==> src/verilog/fetch_defs.svh <==
/*
 * Fetch front end address map and timing constants
 * Boot and exception entry addresses, instruction memory range and latency
 */

`ifndef FETCH_DEFS_SVH
`define FETCH_DEFS_SVH

// Reset PC and exception entry
`define PC_BOOT         32'h0000_3000
`define KTEXT_START     32'h0000_4180

// Legal instruction fetch window, end is exclusive
`define IM_ADDR_START   32'h0000_3000
`define IM_ADDR_END     32'h0000_5000

// ROM depth in words and line miss penalty in cycles
`define IM_WORDS        2048
`define IM_MISS_CYCLES  3

// Address error on instruction load
`define EXC_ADEL        5'd4

`endif
==> src/verilog/fetchPkg.sv <==
/*
 * Fetch front end types
 * Instruction word views, exception control and the opcodes seen in decode
 */

package fetchPkg;

    // Only the opcodes the redirect logic cares about
    typedef enum logic [5:0] {
        opSpecial = 6'h00,
        opJ       = 6'h02,
        opJal     = 6'h03,
        opBeq     = 6'h04,
        opBne     = 6'h05,
        opBlez    = 6'h06,
        opBgtz    = 6'h07
    } opcode_t;

    // Exception request from CP0
    typedef enum logic [1:0] {
        excNone  = 2'd0,
        excEntry = 2'd1,
        excEret  = 2'd2
    } excCtrl_t;

    typedef struct packed {
        opcode_t     opcode;
        logic [4:0]  rs;
        logic [4:0]  rt;
        logic [15:0] imm16;
    } iFields_t;

    typedef struct packed {
        opcode_t     opcode;
        logic [25:0] target;
    } jFields_t;

    // Same fetched word, read as I-type or J-type
    typedef union packed {
        iFields_t iView;
        jFields_t jView;
    } instrWord_t;

endpackage

==> src/verilog/branchDecode.sv <==
/*
 * Decode redirect unit
 * Resolves the branch or jump held in D into a redirect and its target
 */

`timescale 1ns/100ps

module branchDecode
    import fetchPkg::*;
(
    input  instrWord_t  codeD,
    input  logic [31:0] pcD,
    input  logic [31:0] rsValue,
    input  logic [31:0] rtValue,
    output logic        redirect,
    output logic [31:0] target,
    output logic        inBranchSlot
);

    // Funct codes under the SPECIAL opcode
    localparam logic [5:0] FUNCT_JR   = 6'h08;
    localparam logic [5:0] FUNCT_JALR = 6'h09;

    logic [5:0]  funct;
    logic [31:0] pcPlus4;
    logic [31:0] branchOffset;
    logic [31:0] branchTarget;
    logic [31:0] jumpTarget;
    logic        isBranch;
    logic        isJump;
    logic        taken;

    assign funct   = codeD.iView.imm16[5:0];
    assign pcPlus4 = pcD + 32'd4;

    assign branchOffset = {{14{codeD.iView.imm16[15]}}, codeD.iView.imm16, 2'b00};
    assign branchTarget = pcPlus4 + branchOffset;

    // Region bits come from the delay slot address
    assign jumpTarget = {pcPlus4[31:28], codeD.jView.target, 2'b00};

    always_comb begin
        isBranch = 1'b0;
        isJump   = 1'b0;
        taken    = 1'b0;
        target   = branchTarget;
        case (codeD.iView.opcode)
            opSpecial: begin
                if (funct == FUNCT_JR || funct == FUNCT_JALR) begin
                    isJump = 1'b1;
                    target = rsValue;
                end
            end
            opJ, opJal: begin
                isJump = 1'b1;
                target = jumpTarget;
            end
            opBeq: begin
                isBranch = 1'b1;
                taken    = (rsValue == rtValue);
            end
            opBne: begin
                isBranch = 1'b1;
                taken    = (rsValue != rtValue);
            end
            opBlez: begin
                isBranch = 1'b1;
                taken    = ($signed(rsValue) <= $signed(32'd0));
            end
            opBgtz: begin
                isBranch = 1'b1;
                taken    = ($signed(rsValue) > $signed(32'd0));
            end
            default: begin
                isBranch = 1'b0;
            end
        endcase
    end

    assign redirect = isJump | (isBranch & taken);

    // Delay slot applies whether or not the branch is taken
    assign inBranchSlot = isJump | isBranch;

endmodule

==> config.mk <==
export PLATFORM = sky130hd
export DESIGN_NAME = branchDecode
export DESIGN_NICKNAME = d
export VERILOG_FILES = /design/src/verilog/fetch_defs.svh /design/src/verilog/fetchPkg.sv /design/src/verilog/branchDecode.sv
export SDC_FILE = /design/constraint.sdc
export NUM_CORES = 1
export LEC_CHECK = 0
export ABC_AREA = 1
export ABC_CLOCK_PERIOD_IN_PS = 6710
export BUFFER_PORTS_ARGS = -buffer_cell sky130_fd_sc_hd__buf_2
export CAP_MARGIN = 25
export CORE_MARGIN = 4
export CORE_UTILIZATION = 40
export DETAILED_ROUTE_END_ITERATION = 8
export PLACE_DENSITY = 0.65
export SLEW_MARGIN = 20
export SYNTH_ARGS = -nofsm -noshare
export SYNTH_HDL_FRONTEND = slang
export SYNTH_SLANG_ARGS = --single-unit
==> constraint.sdc <==
create_clock -name vclk -period 6.71
set_input_delay 0.3355 -clock vclk [all_inputs]
set_output_delay 0.3355 -clock vclk [all_outputs]
set_load 0.02 [all_outputs]
==> run metrics <==
post-CTS setup buffers 0; count leader, synth nand2_1; Std-Cell Rows 37; antenna-violating nets left 0; outcome finished, final reports clean; Util after Layout 50.3%; share of cells above drive strength 1 20.8%; Final setup viols 0; Critical Path AT 3330 ps; GPL Wtd Cong 0.965; vias per cell 5.01; Crit. End Element primary output; DR WL/cell 14.3 µm; Slew @ Worst Pin 860 ps; cell family with most CP delay simple AND/OR/NAND/NOR gates; maximum vdd drop 38.7 µV; post-synth design cell area 4280 µm²; sequential fraction of the synthesis area 0%; synth warn 0; synthesized net count 1003; starting density of the core 41.2%; Yosys top cell area share 25.2%; GRT Overall Usage 24.5%; # hold bufs at CTS 0; top cells by area, synth nand2_1, inv_1, ha_1, nand3_1, nor2_1; CP Max Fanout 5; cell mode on critical path nand2_1; total grt overflow 0; setup TNS 0 ps; via count 5680; first-pass GRT wire length 25.4 mm; worst path required time 6370 ps; Nets 1160; Internal Pwr Total 162 µW; DP Wirelength 14.4 mm; Post-CTS Resized 0; sequential share of power 0%; Final Cell Area 5210 µm²; leak pwr 0.00304 µW; synth cell count leaders nand2_1, inv_1, nor2_1, nand3_1, ha_1; core area 10400 µm²; Ant. Diodes 0; Comb power frac 100.0%; Highest Clock Rate 0.273 GHz; multi-input logic area 3670 µm²; crit-path max cell delay 360 ps; Worst Setup SP pcD[2]; Final Cycle Share 54.6%; fin. max-slew vios 0; critical path class in2out; number of DRC markers in iteration 0 377; antenna violations before repair 0; full die area 12400 µm²; clock network fraction of design power 0%; final hold vios 0; worst hold path class in2out; seq_cells 0; switch share 63.2%; Fillers 1245; Power per Cell Area 84.1 nW/µm²; drt drc 0; vias in the first global route 5260; switching power 277 µW; buffers and inverters on the worst path 6; DIE WIDTH 111 µm; largest net degree at the start of global routing 26; hold path startpoint pcD[0]; Placed Area 5210 µm²; router iterations before antenna repair 5; input/output buffers 162; Register Area 0 µm²; clock buf count 0; minimum clock period 3660 ps; DIE HEIGHT 111 µm; Worst path slowest cell ha_1; worst path cell trace buf_2, ha_1, nand2_1, inv_2, nand3_4, nor3_4, inv_2, nor2_4, nand2_4, nor2_4, nand2_1, xor2_1, inv_1, ha_1, nand2_1, inv_1, nand2_1, nor3_1, nand3_1, nand4_1, nand3_1, nand3b_1, buf_2; drt total wl 16.2 mm; Avg Synthesized Cell Area 5.07 µm²; post-synth cell types 38; Area Growth Syn to Fin 21.9%; Rel. slew slack 42.5%; Top Ports 162; Max-Cap Viols 0; Syn Inst Count 843; crit path launch type input pin; RSZ-0062 raised after global routing no; Yosys top cell by area nand2_1
logic make-up after synthesis:
group | after synthesis | share of synthesized area, %
adders and majority gates | 32 | 9.54
and+or+nand+nor | 527 | 55.4
AOI/OAI and AO/OA | 79 | 11.0
xor gates and xnor gates | 49 | 10.0
buffers and inverters | 156 | 14.1
power by group through the flow:
stage	Clock, µW	Combinational, µW	Sequential [µW]
CTS	0	436	0
finish	0	438	0
global route	0	487	0
global placement	0	434	0
detailed placement	0	435	0
floorplan	0	281	0
worst min-delay path: cells and delay by family:
kind,cells,cell delay [ps]
buf+inv,2,220
compound gates,1,110
final timing paths:
| kind | to | cells after the start |
|---|---|---|
| worst min-delay path | target[0] | 3 |
| worst max-delay path | target[25] | 23 |
stage by stage:
stage | setup WS, ps | instances | power (µW) | hold WS (ps)
floorplan | 3710 | 843 | 281 | 870
global placement | 3070 | 1134 | 434 | 1010
detailed placement | 3070 | 1134 | 435 | 1000
CTS | 3050 | 1134 | 436 | 1000
global route | 2690 | 1134 | 487 | 1010
finish | 3050 | 1134 | 438 | 1000
cells in the final DEF (no fill, tap or decap), types with 3 or more instances in the layout:
| master | synthesis | routed |
|---|---|---|
| nand2_1 | 287 | 287 |
| a21oi_1 | 29 | 29 |
| nand3_1 | 72 | 72 |
| xnor2_1 | 24 | 24 |
| inv_2 | 9 | 9 |
| o21ai_0 | 22 | 22 |
| xor2_1 | 25 | 25 |
| nand2_2 | 6 | 6 |
| ha_1 | 31 | 31 |
| nand4_1 | 15 | 15 |
| o211ai_1 | 9 | 9 |
| nand3b_1 | 14 | 14 |
| nor2_1 | 80 | 80 |
| nor2_4 | 4 | 4 |
| or2_2 | 18 | 18 |
| o21bai_1 | 8 | 8 |
| inv_1 | 140 | 140 |
| nor2_2 | 3 | 3 |
| buf_2 | 4 | 162 |
| o221ai_1 | 4 | 4 |
| nor3_1 | 15 | 15 |
cell type report:
class	instances	share of cell area, %
Multi-Input combinational cell	687	70.5
Tap cell	136	3.26
Timing Repair Buffer	162	15.6
Inverter	149	10.7
metal layers:
| layer | up-vias | routed length, µm | share of wire [%] | track usage, % |
|---|---|---|---|---|
| li1 | 2984 | - | - | - |
| met1 | 2482 | 7590 | 47 | 33.5 |
| met2 | 202 | 7350 | 45 | 43.4 |
| met3 | 12 | 1080 | 6.6 | 2.01 |
| met4 | 0 | 214 | 1.3 | 2.76 |
| met5 | - | 0 | 0 | 0 |
No activity file was read; power rests on OpenSTA's default activity.
