--- src/verilog/fetch_defs.svh ---
/*
 * Fetch front end address map and timing constants
 * Boot and exception entry addresses, instruction memory range and latency
 */

`ifndef FETCH_DEFS_SVH
`define FETCH_DEFS_SVH

// Reset PC and exception entry
`define PC_BOOT         32'h0000_3000
`define KTEXT_START     32'h0000_4180

// Legal instruction fetch window, end is exclusive
`define IM_ADDR_START   32'h0000_3000
`define IM_ADDR_END     32'h0000_5000

// ROM depth in words and line miss penalty in cycles
`define IM_WORDS        2048
`define IM_MISS_CYCLES  3

// Address error on instruction load
`define EXC_ADEL        5'd4

`endif
--- src/verilog/fetchPkg.sv ---
/*
 * Fetch front end types
 * Instruction word views, exception control and the opcodes seen in decode
 */

package fetchPkg;

    // Only the opcodes the redirect logic cares about
    typedef enum logic [5:0] {
        opSpecial = 6'h00,
        opJ       = 6'h02,
        opJal     = 6'h03,
        opBeq     = 6'h04,
        opBne     = 6'h05,
        opBlez    = 6'h06,
        opBgtz    = 6'h07
    } opcode_t;

    // Exception request from CP0
    typedef enum logic [1:0] {
        excNone  = 2'd0,
        excEntry = 2'd1,
        excEret  = 2'd2
    } excCtrl_t;

    typedef struct packed {
        opcode_t     opcode;
        logic [4:0]  rs;
        logic [4:0]  rt;
        logic [15:0] imm16;
    } iFields_t;

    typedef struct packed {
        opcode_t     opcode;
        logic [25:0] target;
    } jFields_t;

    // Same fetched word, read as I-type or J-type
    typedef union packed {
        iFields_t iView;
        jFields_t jView;
    } instrWord_t;

endpackage

--- src/verilog/fetchStage.sv ---
/*
 * Fetch stage
 * Drives the instruction address, flags delay slots and AdEL,
 * and holds the F/D pipeline register
 */

`timescale 1ns/100ps
`include "fetch_defs.svh"

module fetchStage
    import fetchPkg::*;
(
    input  logic        clk,
    input  logic        reset,
    input  logic        redirect,
    input  logic [31:0] target,
    input  logic        inBranchSlot,
    input  excCtrl_t    excCtrl,
    input  logic [29:0] epc,
    input  logic [31:0] imemData,
    input  logic        imemReady,
    input  logic        stall,
    input  logic        clear,
    input  logic        pcEnable,
    output logic [31:0] imemAddr,
    output logic        busy,
    output logic [31:0] pcF,
    output logic        bdF,
    output logic [4:0]  excF,
    output instrWord_t  codeD,
    output logic [31:0] pcD,
    output logic        bdD,
    output logic [4:0]  excD
);

    logic pcInRange;

    programCounter pcReg (
        .clk      (clk),
        .reset    (reset),
        .pcEnable (pcEnable),
        .redirect (redirect),
        .target   (target),
        .excCtrl  (excCtrl),
        .epc      (epc),
        .pc       (pcF)
    );

    assign imemAddr = pcF;
    assign busy     = ~imemReady;

    // Whatever D holds is a branch or jump, so this fetch is its delay slot
    assign bdF = inBranchSlot;

    assign pcInRange = (pcF >= `IM_ADDR_START) && (pcF < `IM_ADDR_END);
    assign excF = (!pcInRange || pcF[1:0] != 2'b00) ? `EXC_ADEL : 5'd0;

    // F/D register, clear turns the slot into a bubble
    always_ff @(posedge clk) begin
        if (reset) begin
            codeD <= '0;
            pcD   <= 32'd0;
            bdD   <= 1'b0;
            excD  <= 5'd0;
        end else if (!stall) begin
            if (clear) begin
                codeD <= '0;
                pcD   <= 32'd0;
                bdD   <= 1'b0;
                excD  <= 5'd0;
            end else begin
                codeD <= imemData;
                pcD   <= pcF;
                bdD   <= bdF;
                excD  <= excF;
            end
        end
    end

endmodule

--- src/verilog/programCounter.sv ---
/*
 * Program counter
 * Picks the next PC from exception entry, eret, termination hold,
 * decode redirect or sequential fetch, and registers it when enabled
 */

`timescale 1ns/100ps
`include "fetch_defs.svh"

module programCounter
    import fetchPkg::*;
(
    input  logic        clk,
    input  logic        reset,
    input  logic        pcEnable,
    input  logic        redirect,
    input  logic [31:0] target,
    input  excCtrl_t    excCtrl,
    input  logic [29:0] epc,
    output logic [31:0] pc
);

    localparam logic [31:0] HOLD_ADDR = `KTEXT_START - 32'd4;

    logic        terminated;
    logic [31:0] seqPc;
    logic [31:0] pcNext;

    // Runaway program parks on the word before the kernel entry
    assign terminated = (pc == HOLD_ADDR);

    assign seqPc = pc + 32'd4;

    // Fixed priority, exceptions first
    always_comb begin
        if (excCtrl == excEntry) begin
            pcNext = `KTEXT_START;
        end else if (excCtrl == excEret) begin
            pcNext = {epc, 2'b00};
        end else if (terminated) begin
            pcNext = pc;
        end else if (redirect) begin
            // D holds the branch, so F already holds the delay slot
            pcNext = target;
        end else begin
            pcNext = seqPc;
        end
    end

    always_ff @(posedge clk) begin
        if (reset) begin
            pc <= `PC_BOOT;
        end else if (pcEnable) begin
            pc <= pcNext;
        end
    end

endmodule

--- config.mk ---
export PLATFORM = sky130hd
export DESIGN_NAME = fetchStage
export DESIGN_NICKNAME = d
export VERILOG_FILES = /design/src/verilog/fetchPkg.sv /design/src/verilog/fetchStage.sv /design/src/verilog/programCounter.sv
export VERILOG_INCLUDE_DIRS = /design/src /design/src/verilog
export SDC_FILE = /design/constraint.sdc
export NUM_CORES = 1
export LEC_CHECK = 0
export BUFFER_PORTS_ARGS = -buffer_cell sky130_fd_sc_hd__buf_2
export CELL_PAD_IN_SITES_DETAIL_PLACEMENT = 1
export CELL_PAD_IN_SITES_GLOBAL_PLACEMENT = 1
export CORE_MARGIN = 1
export CORE_UTILIZATION = 33
export CTS_BUF_LIST = sky130_fd_sc_hd__clkbuf_16
export CTS_CLUSTER_DIAMETER = 50
export DETAILED_ROUTE_END_ITERATION = 7
export PLACE_DENSITY = 0.78
export SLEW_MARGIN = 20
export SYNTH_ARGS = -nofsm -noshare
export SYNTH_HDL_FRONTEND = slang
export SYNTH_HIERARCHICAL = 1
export SYNTH_SLANG_ARGS = --single-unit
--- constraint.sdc ---
create_clock -name clk -period 2.3 [get_ports clk]
set_clock_uncertainty 0.05 [all_clocks]
set_input_delay 0.23 -clock clk [delete_from_list [all_inputs] [get_ports clk]]
set_output_delay 0.23 -clock clk [all_outputs]
set_load 0.01 [all_outputs]
==> reports/qor.csv <==
stage,metric,value,unit
run_status,status,"complete, no violations",
worst_hold_path,Min-Delay Startpoint,imemData[11],
route,vias,5576,
cells_and_area,post-route cell area,6830,µm²
place,placed cells,1043,
critical_path,family with the most delay on the worst path,simple AND/OR/NAND/NOR gates,
synthesis,sequential area share after synthesis,0.378,
job,MaxCap Viol Count,0,
clock_network,clock sinks,98,
clock_network,root buffer cell,clkbuf_16,
clock_network,Clock Path Buffers,2,
clock_network,hold buffer count at CTS,0,
cells_and_area,ratio of cells with drive above 1 in the final layout,0.380,
timing,Final Setup Violations,0,
place,Final HPWL DP,14700,µm
timing,worst-margin pin slew,811,ps
synthesis,prevailing post-synth register cell,dfxtp_1,
timing,slew margin rel.,0.456,
critical_path,Reg2Reg Capture Point,pcReg/pc[19],
timing,crit path time final,2200,ps
floorplan,Placeable Area,15300,µm²
route,DRC marker count from the first detailed-route iteration,399,
synthesis,post-synth cell types,72,
place,IO Port Bufs,236,
critical_path,Reg2Reg Depth,6,
global_routing,antenna violations before repair,0,
synthesis,number of flops mapped to enable cells by yosys,0,
timing,pins over their slew limit,0,
synthesis,Yosys top cell area share,0.378,
floorplan,Site Rows,45,
pwr,Power per Cell Area,636,nW/µm²
global_routing,remaining global-route overflow,0,
synthesis,Synth area leader,dfxtp_1,
synthesis,asr flop ratio synth,0,
global_routing,first-pass GRT wire length,30200,µm
timing,Fin. Hold Viols,0,
clock_network,CTS tree,built,
cells_and_area,Layout area overhead,31.7,%
synthesis,Syn. warnings,6,
route,DRT antenna net count,0,
cells_and_area,NumNets Final,949,
critical_path,R2R setup slack,100,ps
critical_path,WP data arrival,2400,ps
place,dpl ws,144,ps
floorplan,Ports,245,
global_routing,largest net degree at the start of global routing,66,
critical_path,Critical Path Source,pcReg/pc[12],
synthesis,synthesized area per cell,8.26,µm²
pwr,Pwr Total,4340,µW
route,post-DR wirelength/cell,18.6,µm
clock_network,H-tree lvl count,3,
route,post-DR vias/cell,5.27,
cells_and_area,Post-Layout Cell Count,1059,
critical_path,slowest cell on the critical path,dfxtp_1,
timing,final worst-path cycle share,0.957,
pwr,maximum vdd drop,0.373,mV
synthesis,synthesized area,5190,µm²
global_routing,Overall Global Routing Usage,0.240,
route,WL final,19700,µm
timing,RSZ-0062 raised after global routing,yes,
critical_path,Critical Path Fanout Max,8,
pwr,leakage power,0.00315,µW
cells_and_area,Fill cells,1951,
synthesis,Synth Register Bits,98,
global_routing,vias in the first global route,5511,
worst_hold_path,hold path depth,3,
floorplan,die area,16200,µm²
synthesis,Gate Count Post-Synth,628,
critical_path,Critical Path Max Stage Delay,530,ps
synthesis,main area contributors after synthesis,"dfxtp_1 38%, a22oi_1 9.7%, buf_4 7.4%, nor2_1 6.3%, a21oi_1 3.0%",
route,drt drc,0,
floorplan,die width,127,µm
critical_path,CP Buf/Inv Count,0,
clock_network,CTS Buf Count,9,
place,Area after DPL,6480,µm²
critical_path,required time of the critical path,2500,ps
critical_path,Critical Path Sink Type,flop,
critical_path,worst reg2reg startpoint,pcReg/pc[12],
critical_path,Setup crit start kind,flop,
cells_and_area,# diodes,0,
worst_hold_path,min-delay worst type,in2reg,
critical_path,crit path cell chain,nand3_2 -> nor4_4 -> and2b_2 -> nor3b_2 -> o21ai_1 -> a32o_1,
timing,final setup margin,98.7,ps
worst_hold_path,Hold Path End,codeD[11],
place,routability cong.,0.879,
timing,Max Fclk,454,MHz
floorplan,Initial Util,0.340,
route,First-pass DRT Iterations,7,
clock_network,Clock transition at path regs,70,ps
floorplan,DIE HEIGHT,127,µm
critical_path,Crit Path Category,reg2reg,
clock_network,worst skew pair latency,350,ps
-- worst reg2reg max path, delay by kind of cell (launching register included) --
kind	cells	cell delay, ps
AO/OA/AOI/OAI	2	350
flip-flops	1	530
AND/OR/NAND/NOR	4	1170
-- cell type report --
type | instances | area (µm²) | share of cell area
clock buffers | 9 | 225 | 0.0330
multi-input cells | 436 | 2650 | 0.388
well taps | 211 | 264 | 0.0386
clock inverters | 6 | 106 | 0.0156
inverters | 13 | 48.8 | 0.00714
flip-flops and latches | 98 | 1960 | 0.288
repair buffers | 286 | 1570 | 0.230
-- cell usage after synthesis, types with 2 or more instances --
cell	n
a32o_1	3
nor2b_1	2
o21a_1	3
a21oi_1	31
nand4_1	4
buf_2	15
nor3_1	11
mux2i_1	4
or2_2	2
o31a_1	3
nand2_1	40
nand2b_1	4
xnor2_1	10
a211oi_1	6
o21ai_0	29
a22o_1	3
o22ai_1	6
inv_1	13
or3_1	9
nand3_1	21
o211ai_1	3
nor2_2	2
and3_1	9
clkbuf_1	17
dfxtp_1	98
a211o_1	2
buf_6	2
a31oi_1	3
o32ai_1	2
nor4_2	3
nor4_1	12
nand3_2	2
a22oi_1	67
o31ai_1	5
clkbuf_2	2
nor2_1	87
a21o_1	4
a221o_1	2
xor2_1	4
buf_4	51
-- what timing repair did --
action | 4_1_cts | 5_1_grt
buffers inserted | 0 | 1
resized for setup | 0 | 3
endpoints found under the setup margin | 0 | 5
-- worst max-delay path by stage --
stage	to	depth (start not counted)	slack, ps
floorplan	pcReg/pc[31]	8	300
finish	pcReg/pc[19]	6	100
global placement	pcReg/pc[19]	6	220
detailed placement	pcReg/pc[26]	6	140
global route	pcReg/pc[29]	6	-3
CTS	pcReg/pc[19]	6	130
-- per-stage QoR --
stage / utilization / hold slack (ps) / TNS [ps]
2_1_floorplan: - / 324 / 0
3_3_place_gp: 0.425 / 401 / 0
3_5_place_dp: 0.425 / 405 / 0
4_1_cts: 0.447 / 49.8 / 0
5_1_grt: 0.448 / 65.3 / -2.61
6_report: 0.448 / 61.9 / 0
-- placed cells by master, fill, tap and decap left out, types with 4 or more instances in the layout --
cell type / netlist / routed
a211oi_1: 6 / 6
a21o_1: 4 / 4
a21oi_1: 31 / 31
a22oi_1: 67 / 67
and3_1: 9 / 9
buf_2: 15 / 236
buf_4: 51 / 49
clkbuf_16: 0 / 9
conb_1: 1 / 8
dfxtp_1: 98 / 96
inv_1: 13 / 14
mux2i_1: 4 / 4
nand2_1: 40 / 40
nand2b_1: 4 / 4
nand3_1: 21 / 21
nand4_1: 4 / 4
nor2_1: 87 / 87
nor3_1: 11 / 10
nor4_1: 12 / 12
o21ai_0: 29 / 29
o22ai_1: 6 / 6
o31ai_1: 5 / 5
or3_1: 9 / 9
xnor2_1: 10 / 10
xor2_1: 4 / 4
-- registers in the layout, summed over array words and instances (netlist names) --
register  cells
bdD           1
pcD          32
excD          1
codeD        32
pcReg/pc     32
-- metal layers --
layer	GRT usage	up-vias	wire, µm
li1	-	2669	-
met5	0	-	0
met2	0.400	247	9270
met4	0.0910	0	395
met3	0.0511	30	1410
met1	0.303	2630	8650
-- cell families (layout without fill, tap and decap cells) --
| family | after synthesis | count (layout) | synth area share |
|---|---|---|---|
| and+or+nand+nor | 223 | 223 | 0.221 |
| AOI/OAI and AO/OA | 185 | 185 | 0.247 |
| buffers and inverters | 101 | 314 | 0.117 |
| DFF | 98 | 98 | 0.378 |
| xor gates and xnor gates | 14 | 14 | 0.0236 |
| muxes | 5 | 5 | 0.00989 |
| adders and majority gates | 1 | 1 | 0.00241 |
| other | 1 | 8 | 0.000723 |
-- report_power, final --
group	internal (µW)	switching [µW]	leakage (µW)
Combinational	330	465	0.00218
Clock	1050	660	0.000165
Sequential	1760	70.0	0.000799
Total	3150	1200	0.00315
No activity file was read; power rests on OpenSTA's default activity.
